`src/source/llr_dec_params.svh`:
```
`default_nettype none

`ifndef LLR_DEC_PARAMS_SVH
`define LLR_DEC_PARAMS_SVH

// sample and llr width, signed s0.4
`define LLR_W 5

// frame tag width
`define TAG_W 8

// frame store depth in bits, longer frames are cut here
`define N_MAX 64

// |llr| below this value marks the bit as an erasure
`define ERASE_THR 2

// erasure counter width
`define ERR_W 16

// frame store address and frame length widths
`define ADDR_W ($clog2(`N_MAX))
`define LEN_W ($clog2(`N_MAX + 1))

`endif

`default_nettype wire

```
`src/source/llr_dec_pkg.sv`:
```
`include "llr_dec_params.svh"
`default_nettype none

package llr_dec_pkg;

  // ------------------------------
  // modulation of the incoming frame
  // ------------------------------

  // fourth code is unused, the mapper drops such samples
  typedef enum logic [1:0] {
    mod_bpsk = 2'd0,
    mod_qpsk = 2'd1,
    mod_8psk = 2'd2
  } mod_t;

  // ------------------------------
  // data types
  // ------------------------------

  // soft bit, positive means bit 1
  typedef logic signed [`LLR_W-1:0] llr_t;

  // frame tag carried from input to output
  typedef logic [`TAG_W-1:0] tag_t;

  // largest positive llr
  localparam llr_t LLR_MAX = {1'b0, {(`LLR_W-1){1'b1}}};

  // absolute value, most negative input clips to LLR_MAX
  function automatic llr_t abs_sat(input llr_t x);
    llr_t neg;
    neg = -x;
    if (!x[`LLR_W-1]) return x;
    // negating the most negative code wraps back to negative
    if (neg[`LLR_W-1]) return LLR_MAX;
    return neg;
  endfunction

endpackage

`default_nettype wire

```
`src/source/hard_dec_output.sv`:
```
`timescale 1ns/1ps
`include "llr_dec_params.svh"
`default_nettype none

module hard_dec_output import llr_dec_pkg::*; (
  input  logic               iclk,
  input  logic               rst_n,
  input  logic               ireq,
  input  logic               frame_ready,
  input  logic [`LEN_W-1:0]  frame_len,
  input  tag_t               frame_tag,
  input  logic [`ERR_W-1:0]  frame_err,
  input  logic               rd_bit,
  output logic               rd_en,
  output logic [`ADDR_W-1:0] rd_addr,
  output logic               frame_done,
  output logic               ofull,
  output tag_t               otag,
  output logic               osop,
  output logic               oeop,
  output logic               oval,
  output logic               odat,
  output logic [`ERR_W-1:0]  oerr
);

  logic              req_r;
  logic              rd_go;
  logic              last_rd;
  logic [`LEN_W-1:0] rd_cnt;

  // ------------------------------
  // read counter
  // ------------------------------

  // read only when ireq held for two cycles, so no bit follows a low ireq
  assign rd_go   = ireq & req_r & frame_ready;
  assign last_rd = (rd_cnt + 1'b1) == frame_len;

  assign rd_en      = rd_go;
  assign rd_addr    = rd_cnt[`ADDR_W-1:0];
  assign frame_done = rd_go & last_rd;

  always_ff @(posedge iclk or negedge rst_n) begin
    if (!rst_n) begin
      req_r  <= 1'b0;
      rd_cnt <= '0;
    end else begin
      req_r <= ireq;
      if (frame_done) begin
        rd_cnt <= '0;
      end else if (rd_go) begin
        rd_cnt <= rd_cnt + 1'b1;
      end
    end
  end

  // ------------------------------
  // output alignment
  // ------------------------------

  // flags delayed to match the registered memory data
  always_ff @(posedge iclk or negedge rst_n) begin
    if (!rst_n) begin
      oval <= 1'b0;
      osop <= 1'b0;
      oeop <= 1'b0;
    end else begin
      oval <= rd_go;
      osop <= rd_go & (rd_cnt == '0);
      oeop <= frame_done;
    end
  end

  // tag and count kept past the buffer's release
  always_ff @(posedge iclk) begin
    if (rd_go) begin
      otag <= frame_tag;
      oerr <= frame_err;
    end
  end

  assign odat  = rd_bit;
  assign ofull = frame_ready;

endmodule

`default_nettype wire

```
`src/source/llr_dec_top.sv`:
```
`timescale 1ns/1ps
`include "llr_dec_params.svh"
`default_nettype none

module llr_dec_top import llr_dec_pkg::*; (
  input  logic              iclk,
  input  logic              rst_n,
  input  mod_t              qam,
  input  tag_t              tag,
  input  logic              sop,
  input  logic              eop,
  input  logic              val,
  input  llr_t              dat_re,
  input  llr_t              dat_im,
  input  logic              ireq,
  output logic              ordy,
  output logic              obusy,
  output logic              ofull,
  output tag_t              otag,
  output logic              osop,
  output logic              oeop,
  output logic              oval,
  output logic              odat,
  output logic [`ERR_W-1:0] oerr
);

  // ------------------------------
  // mapper to buffer
  // ------------------------------

  logic llr_val;
  logic llr_sop;
  logic llr_eop;
  llr_t llr;
  tag_t llr_tag;

  // ------------------------------
  // buffer to output stage
  // ------------------------------

  logic               rd_en;
  logic [`ADDR_W-1:0] rd_addr;
  logic               rd_bit;
  logic               frame_ready;
  logic               frame_done;
  logic [`LEN_W-1:0]  frame_len;
  tag_t               frame_tag;
  logic [`ERR_W-1:0]  frame_err;

  qam_llr_mapper u_mapper (
    .iclk    (iclk),
    .rst_n   (rst_n),
    .qam     (qam),
    .tag     (tag),
    .sop     (sop),
    .eop     (eop),
    .val     (val),
    .dat_re  (dat_re),
    .dat_im  (dat_im),
    .llr_val (llr_val),
    .llr_sop (llr_sop),
    .llr_eop (llr_eop),
    .llr     (llr),
    .llr_tag (llr_tag)
  );

  // hard decisions and erasure count, one frame deep
  llr_frame_buffer u_buffer (
    .iclk        (iclk),
    .rst_n       (rst_n),
    .llr_val     (llr_val),
    .llr_sop     (llr_sop),
    .llr_eop     (llr_eop),
    .llr         (llr),
    .llr_tag     (llr_tag),
    .rd_en       (rd_en),
    .rd_addr     (rd_addr),
    .frame_done  (frame_done),
    .rd_bit      (rd_bit),
    .frame_ready (frame_ready),
    .frame_len   (frame_len),
    .frame_tag   (frame_tag),
    .frame_err   (frame_err),
    .ordy        (ordy),
    .obusy       (obusy)
  );

  hard_dec_output u_output (
    .iclk        (iclk),
    .rst_n       (rst_n),
    .ireq        (ireq),
    .frame_ready (frame_ready),
    .frame_len   (frame_len),
    .frame_tag   (frame_tag),
    .frame_err   (frame_err),
    .rd_bit      (rd_bit),
    .rd_en       (rd_en),
    .rd_addr     (rd_addr),
    .frame_done  (frame_done),
    .ofull       (ofull),
    .otag        (otag),
    .osop        (osop),
    .oeop        (oeop),
    .oval        (oval),
    .odat        (odat),
    .oerr        (oerr)
  );

endmodule

`default_nettype wire

```
`src/source/llr_frame_buffer.sv`:
```
`timescale 1ns/1ps
`include "llr_dec_params.svh"
`default_nettype none

module llr_frame_buffer import llr_dec_pkg::*; (
  input  logic               iclk,
  input  logic               rst_n,
  input  logic               llr_val,
  input  logic               llr_sop,
  input  logic               llr_eop,
  input  llr_t               llr,
  input  tag_t               llr_tag,
  input  logic               rd_en,
  input  logic [`ADDR_W-1:0] rd_addr,
  input  logic               frame_done,
  output logic               rd_bit,
  output logic               frame_ready,
  output logic [`LEN_W-1:0]  frame_len,
  output tag_t               frame_tag,
  output logic [`ERR_W-1:0]  frame_err,
  output logic               ordy,
  output logic               obusy
);

  // write control, a held frame blocks new ones
  typedef enum logic [1:0] {
    st_idle = 2'd0,
    st_fill = 2'd1,
    st_held = 2'd2
  } wr_state_t;

  wr_state_t state;

  // single-frame bit store
  logic mem [`N_MAX];

  logic [`LEN_W-1:0]  wr_cnt;
  logic [`ERR_W-1:0]  err_cnt;
  tag_t               tag_r;
  logic [`ADDR_W-1:0] wr_addr;
  logic               hard_bit;
  logic               erase;
  logic               start;
  logic               room;
  logic               wr_en;

  // ------------------------------
  // slicer and erasure flag
  // ------------------------------

  // zero slices to 1
  assign hard_bit = !llr[`LLR_W-1];
  assign erase    = abs_sat(llr) < `ERASE_THR;

  // ------------------------------
  // write side
  // ------------------------------

  // a new frame opens only from idle
  assign start = llr_val & llr_sop & (state == st_idle);
  // bits past N_MAX are dropped, eop still closes the frame
  assign room  = wr_cnt < `N_MAX;
  assign wr_en = start | (llr_val & (state == st_fill) & room);

  assign wr_addr = start ? '0 : wr_cnt[`ADDR_W-1:0];

  always_ff @(posedge iclk or negedge rst_n) begin
    if (!rst_n) begin
      state <= st_idle;
    end else begin
      case (state)
        st_idle: begin
          // one-bit frame goes straight to held
          if (start) state <= llr_eop ? st_held : st_fill;
        end
        st_fill: begin
          if (llr_val && llr_eop) state <= st_held;
        end
        st_held: begin
          // released once the last bit has been read
          if (frame_done) state <= st_idle;
        end
        default: begin
          state <= st_idle;
        end
      endcase
    end
  end

  // length and erasure count, frozen while held
  always_ff @(posedge iclk or negedge rst_n) begin
    if (!rst_n) begin
      wr_cnt  <= '0;
      err_cnt <= '0;
    end else if (start) begin
      wr_cnt  <= {{(`LEN_W-1){1'b0}}, 1'b1};
      err_cnt <= {{(`ERR_W-1){1'b0}}, erase};
    end else if (wr_en) begin
      wr_cnt  <= wr_cnt + 1'b1;
      err_cnt <= err_cnt + {{(`ERR_W-1){1'b0}}, erase};
    end
  end

  always_ff @(posedge iclk) begin
    if (start) tag_r <= llr_tag;
    if (wr_en) mem[wr_addr] <= hard_bit;
  end

  // ------------------------------
  // read side
  // ------------------------------

  // registered read, data one cycle after rd_en
  always_ff @(posedge iclk) begin
    if (rd_en) rd_bit <= mem[rd_addr];
  end

  assign frame_ready = (state == st_held);
  assign frame_len   = wr_cnt;
  assign frame_tag   = tag_r;
  assign frame_err   = err_cnt;

  // input side handshake
  assign ordy  = (state == st_idle);
  assign obusy = !ordy;

endmodule

`default_nettype wire

```
`src/source/qam_llr_mapper.sv`:
```
`timescale 1ns/1ps
`include "llr_dec_params.svh"
`default_nettype none

module qam_llr_mapper import llr_dec_pkg::*; (
  input  logic iclk,
  input  logic rst_n,
  input  mod_t qam,
  input  tag_t tag,
  input  logic sop,
  input  logic eop,
  input  logic val,
  input  llr_t dat_re,
  input  llr_t dat_im,
  output logic llr_val,
  output logic llr_sop,
  output logic llr_eop,
  output llr_t llr,
  output tag_t llr_tag
);

  // ------------------------------
  // llr metrics per mode
  // ------------------------------

  // one extra bit so re + im cannot overflow
  logic signed [`LLR_W:0] bpsk_sum;
  llr_t                   bpsk_llr;
  llr_t                   psk8_llr;

  // load values and shift masks for the current sample
  llr_t       ld [3];
  logic [2:0] val_mask;
  logic [2:0] eop_mask;

  // three-entry shift register, entry 2 is the head
  llr_t       sr [3];
  logic [2:0] val_sr;
  logic [2:0] eop_sr;
  logic       sop_r;
  tag_t       tag_r;

  assign bpsk_sum = dat_re + dat_im;
  // arithmetic shift right by one, keeps the sign
  assign bpsk_llr = bpsk_sum[`LLR_W:1];

  // difference of two values in 0..LLR_MAX always fits
  assign psk8_llr = abs_sat(dat_re) - abs_sat(dat_im);

  always_comb begin
    ld[2]    = '0;
    ld[1]    = '0;
    ld[0]    = '0;
    val_mask = 3'b000;
    eop_mask = 3'b000;
    case (qam)
      mod_bpsk: begin
        // one llr per symbol
        ld[2]    = bpsk_llr;
        val_mask = 3'b100;
        eop_mask = 3'b100;
      end
      mod_qpsk: begin
        // re first, then im
        ld[2]    = dat_re;
        ld[1]    = dat_im;
        val_mask = 3'b110;
        eop_mask = 3'b010;
      end
      mod_8psk: begin
        // im, re, then |re| - |im|
        ld[2]    = dat_im;
        ld[1]    = dat_re;
        ld[0]    = psk8_llr;
        val_mask = 3'b111;
        eop_mask = 3'b001;
      end
      default: begin
        // unused mode code, nothing is loaded
        val_mask = 3'b000;
      end
    endcase
  end

  // ------------------------------
  // serializer
  // ------------------------------

  // control shifts toward the head each idle cycle
  always_ff @(posedge iclk or negedge rst_n) begin
    if (!rst_n) begin
      val_sr <= 3'b000;
      eop_sr <= 3'b000;
      sop_r  <= 1'b0;
    end else if (val) begin
      val_sr <= val_mask;
      eop_sr <= eop ? eop_mask : 3'b000;
      sop_r  <= sop;
    end else begin
      val_sr <= val_sr << 1;
      eop_sr <= eop_sr << 1;
      sop_r  <= 1'b0;
    end
  end

  // data path follows the same load and shift
  always_ff @(posedge iclk) begin
    if (val) begin
      sr[2] <= ld[2];
      sr[1] <= ld[1];
      sr[0] <= ld[0];
      tag_r <= tag;
    end else begin
      sr[2] <= sr[1];
      sr[1] <= sr[0];
      sr[0] <= '0;
    end
  end

  assign llr_val = val_sr[2];
  // sop only ever sits with the first llr of a symbol
  assign llr_sop = sop_r & val_sr[2];
  assign llr_eop = eop_sr[2];
  assign llr     = sr[2];
  assign llr_tag = tag_r;

endmodule

`default_nettype wire

```
`config.mk`:
```
export PLATFORM = sky130hd
export DESIGN_NAME = llr_dec_top
export DESIGN_NICKNAME = d
export VERILOG_FILES = /design/src/source/llr_dec_pkg.sv /design/src/source/hard_dec_output.sv /design/src/source/llr_dec_top.sv /design/src/source/llr_frame_buffer.sv /design/src/source/qam_llr_mapper.sv
export VERILOG_INCLUDE_DIRS = /design/src /design/src/source
export SDC_FILE = /design/constraint.sdc
export NUM_CORES = 1
export LEC_CHECK = 0
export BUFFER_PORTS_ARGS = -buffer_cell sky130_fd_sc_hd__buf_4
export CAP_MARGIN = 20
export CORE_MARGIN = 2
export CORE_UTILIZATION = 23
export DETAILED_ROUTE_END_ITERATION = 8
export HOLD_SLACK_MARGIN = 0.1
export PLACE_DENSITY = 0.38
export SLEW_MARGIN = 20
export SYNTH_ARGS = -nofsm -noshare
export SYNTH_HDL_FRONTEND = slang
export SYNTH_SLANG_ARGS = --single-unit
```
`constraint.sdc`:
```
create_clock -name iclk -period 2.6 [get_ports iclk]
set_clock_uncertainty 0.1 [all_clocks]
set_input_delay 0.52 -clock iclk [delete_from_list [all_inputs] [get_ports iclk]]
set_output_delay 0.52 -clock iclk [all_outputs]
set_load 0.005 [all_outputs]
```
==> flow_summary.json <==
{
  "status": "finished, final reports clean",
  "grt_overflow_total": 0,
  "synth_flop_cell": "edfxtp_1",
  "period_share_pct": 92.8,
  "cts_tree": "yes",
  "synth_area_um2": 7500,
  "critPathRequiredTime_ns": 2.80,
  "power.density_nw_per_um2": 800,
  "cts-htree-levels": 4,
  "cts_buffers": 17,
  "via_per_inst": 4.34,
  "grt_max_degree": 65,
  "start_kind": "flip-flop",
  "yosysWarnings": 0,
  "crit_buf_inv": 0,
  "ant_nets": 0,
  "path_class": "reg -> reg",
  "io_pins": 57,
  "rrSetupSlack_ns": 0.19,
  "fin_setup_tns_ns": 0,
  "drt-initial-drc-count": 363,
  "vdd_drop_max_mv": 0.386,
  "nets": 736,
  "drc": 0,
  "setup_viol": 0,
  "antenna_found_initial": 0,
  "insertion_delay_ns": 0.43,
  "die-width_um": 185,
  "report.final.slew_viol_count": 0,
  "dieArea_um2": 34100,
  "clock-sinks": 163,
  "synth_edf_count": 105,
  "track_usage_pct": 10.6,
  "dr.pass1.iters": 4,
  "r2r_end": "u_output.rd_cnt[3]",
  "grt_setup_unrepaired": "false",
  "core_area_um2": 32300,
  "cp_top_family": "compound AO/OA/AOI/OAI gates",
  "via_count": 4949,
  "holdPathEnd": "u_mapper.llr_tag[7]",
  "dpl.hpwl_mm": 12.1,
  "chipHeight_um": 185,
  "hold_depth": 1,
  "min-delay-start": "tag[7]",
  "grt_pass1_vias": 5085,
  "ys_seq_area_share_pct": 60.4,
  "start_util_pct": 23.2,
  "finalHoldViolations": 0,
  "instances_no_fill": 1141,
  "syn_to_final_growth_pct": 22.2,
  "syn_avg_cell_area_um2": 12.2,
  "min_path_type": "in -> reg",
  "syn_inst": 616,
  "critical_path.cell_chain": "ha_1, nand3_1, o21ai_1, a2111oi_2, nand3_1, nor3_1, o22ai_1",
  "r2r_start": "u_output.rd_cnt[0]",
  "n_antenna_cell": 0,
  "rr_worst_depth": 7,
  "ys_types": 65,
  "globalplace.congestion": 0.800,
  "leakagePower_nw": 3.34,
  "clock_tree.buffer_depth": 2,
  "routed_wl_mm": 17.3,
  "fmax_mhz": 415,
  "worstPathArrival_ns": 2.61,
  "drive_gt1_share_pct": 18.7,
  "crit_fanout": 5,
  "portBuffers": 56,
  "cap_violations": 0,
  "critPathCaptureType": "flip-flop",
  "ys_seq_elements": 163,
  "syn_nets": 666,
  "crit_slowest_cell": "a2111oi_2",
  "slowest_delay_ns": 0.50,
  "path_common_cell": "nand3_1",
  "dp_cells": 1107,
  "cts-root-buf": "clkbuf_16",
  "maxSlewHeadroom_pct": 35.8,
  "cts.reportedPaths.clkPinSlew_ns": 0.08,
  "worst_pin_slew_ns": 0.953,
  "synth-async-reset-ratio_pct": 26.4,
  "row_count": 66,
  "grt_pass1_wl_mm": 27.5,
  "fin_crit_ns": 2.41,
  "wire_per_inst_um": 15.1
}
-- kinds of logic after synthesis --
| family | after synthesis | share of synthesized area [%] |
|---|---|---|
| flops | 163 | 60.4 |
| xor+xnor | 27 | 3.50 |
| fa+ha+maj | 24 | 4.20 |
| buf+inv | 66 | 3.65 |
| compound gates | 97 | 8.68 |
| simple gates | 215 | 14.0 |
| mux | 24 | 5.57 |
-- sequential cells by signal, indices dropped and copies added, names as in the netlist, 7 cells and up --
register,cells
u_buffer.mem,64
u_buffer.frame_err,16
u_output.oerr,16
u_mapper.sr,15
u_buffer.frame_tag,8
u_mapper.llr_tag,8
u_output.otag,8
u_buffer.frame_len,7
u_output.rd_cnt,7
-- cells in the final DEF, fill, tap and decap left out, types with 5 or more instances in the layout --
master	instances
a21oi_1	15
a22oi_1	7
a31oi_1	5
and3_1	5
buf_4	75
clkbuf_16	17
clkinv_8	5
dfrtp_1	43
dfxtp_1	15
edfxtp_1	105
ha_1	22
inv_1	37
mux2i_1	11
mux4_2	9
nand2_1	31
nand2b_1	7
nand3_1	23
nand4_1	9
nor2_1	90
nor2b_1	8
nor3_1	11
nor4_1	6
o21ai_0	20
o22ai_1	15
xnor2_1	5
xor2_1	20
-- report_power, final --
part	switching, W	leakage, nW	internal [W]
logic	0.000940	1.41	0.000715
clock network	0.00121	0.297	0.00131
registers	0.000231	1.64	0.00293
total	0.00238	3.34	0.00495
-- cell usage after synthesis, types with 3 or more instances --
master,count,area [um2]
or3_1,4,25.0
nand4_1,9,56.3
o21ai_1,4,20.0
a22oi_1,7,52.6
clkbuf_1,16,60.1
and4_1,4,35.0
a222oi_1,4,40.0
mux2i_1,11,110
nand2_1,31,116
o22ai_1,15,93.8
nor3b_1,4,30.0
nor2_1,90,338
xor2_1,20,175
ha_1,22,275
buf_2,6,30.0
nor4_1,6,37.5
dfxtp_1,15,300
dfrtp_1,43,1080
nor3_1,11,55.1
inv_1,37,139
buf_4,3,22.5
a21oi_1,16,80.1
o21a_1,4,30.0
mux4_1,4,105
nand3_1,23,115
nand2b_1,7,43.8
edfxtp_1,105,3150
nor2b_1,8,50.1
a31oi_1,5,31.3
and3_1,5,31.3
mux4_2,9,203
o21ai_0,20,100
xnor2_1,5,43.8
-- worst max-delay path by stage --
stage	from	endpoint	slack, ns	cells past startpoint
global route	u_buffer.state[0]	u_buffer.mem[0]	0.04	6
CTS	u_mapper.sr[0][11]	u_buffer.frame_err[8]	0.16	10
detailed placement	dat_re[0]	u_mapper.sr[0][4]	0.009	12
finish	u_output.rd_cnt[0]	u_output.rd_cnt[3]	0.19	7
global placement	dat_re[0]	u_mapper.sr[0][4]	0.08	12
floorplan	u_output.rd_cnt[1]	u_output.rd_cnt[2]	0.01	9
-- timing repair --
action,CTS,global route
hold endpoints to repair,44,0
resized for setup,0,1
setup endpoints to repair,0,1
hold buffers,2,0
setup buffers,0,0
-- per-layer routing --
metal | vias to the layer above | share of wire, % | GRT usage, %
met5 | - | 0 | 0
met4 | 0 | 1.1 | 3.26
met3 | 12 | 3.2 | 2.17
met2 | 89 | 48 | 17.2
met1 | 2452 | 48 | 14.1
li1 | 2396 | - | -
-- cell type report --
type,count,area [um2]
Fill cell,3339,23100
Tap cell,442,553
Clock inverter,15,183
Timing Repair Buffer,79,623
Inverter,38,143
Multi-Input combinational cell,387,2710
Sequential cell,163,4530
Clock buffer,17,425
-- stage by stage --
stage | hold slack, ns | worst slack [ns] | utilization [%] | instance area, um2 | power, W
floorplan | 0.124 | 0.0110 | - | 7500 | 0.00428
global placement | 0.303 | 0.0776 | 26.4 | 8530 | 0.00488
detailed placement | 0.305 | 0.00866 | 26.4 | 8530 | 0.00489
CTS | 0.136 | 0.164 | 28.4 | 9160 | 0.00744
global route | 0.129 | 0.0415 | 28.4 | 9160 | 0.00770
finish | 0.160 | 0.188 | 28.4 | 9160 | 0.00733
(Power assumes the default switching activity.)
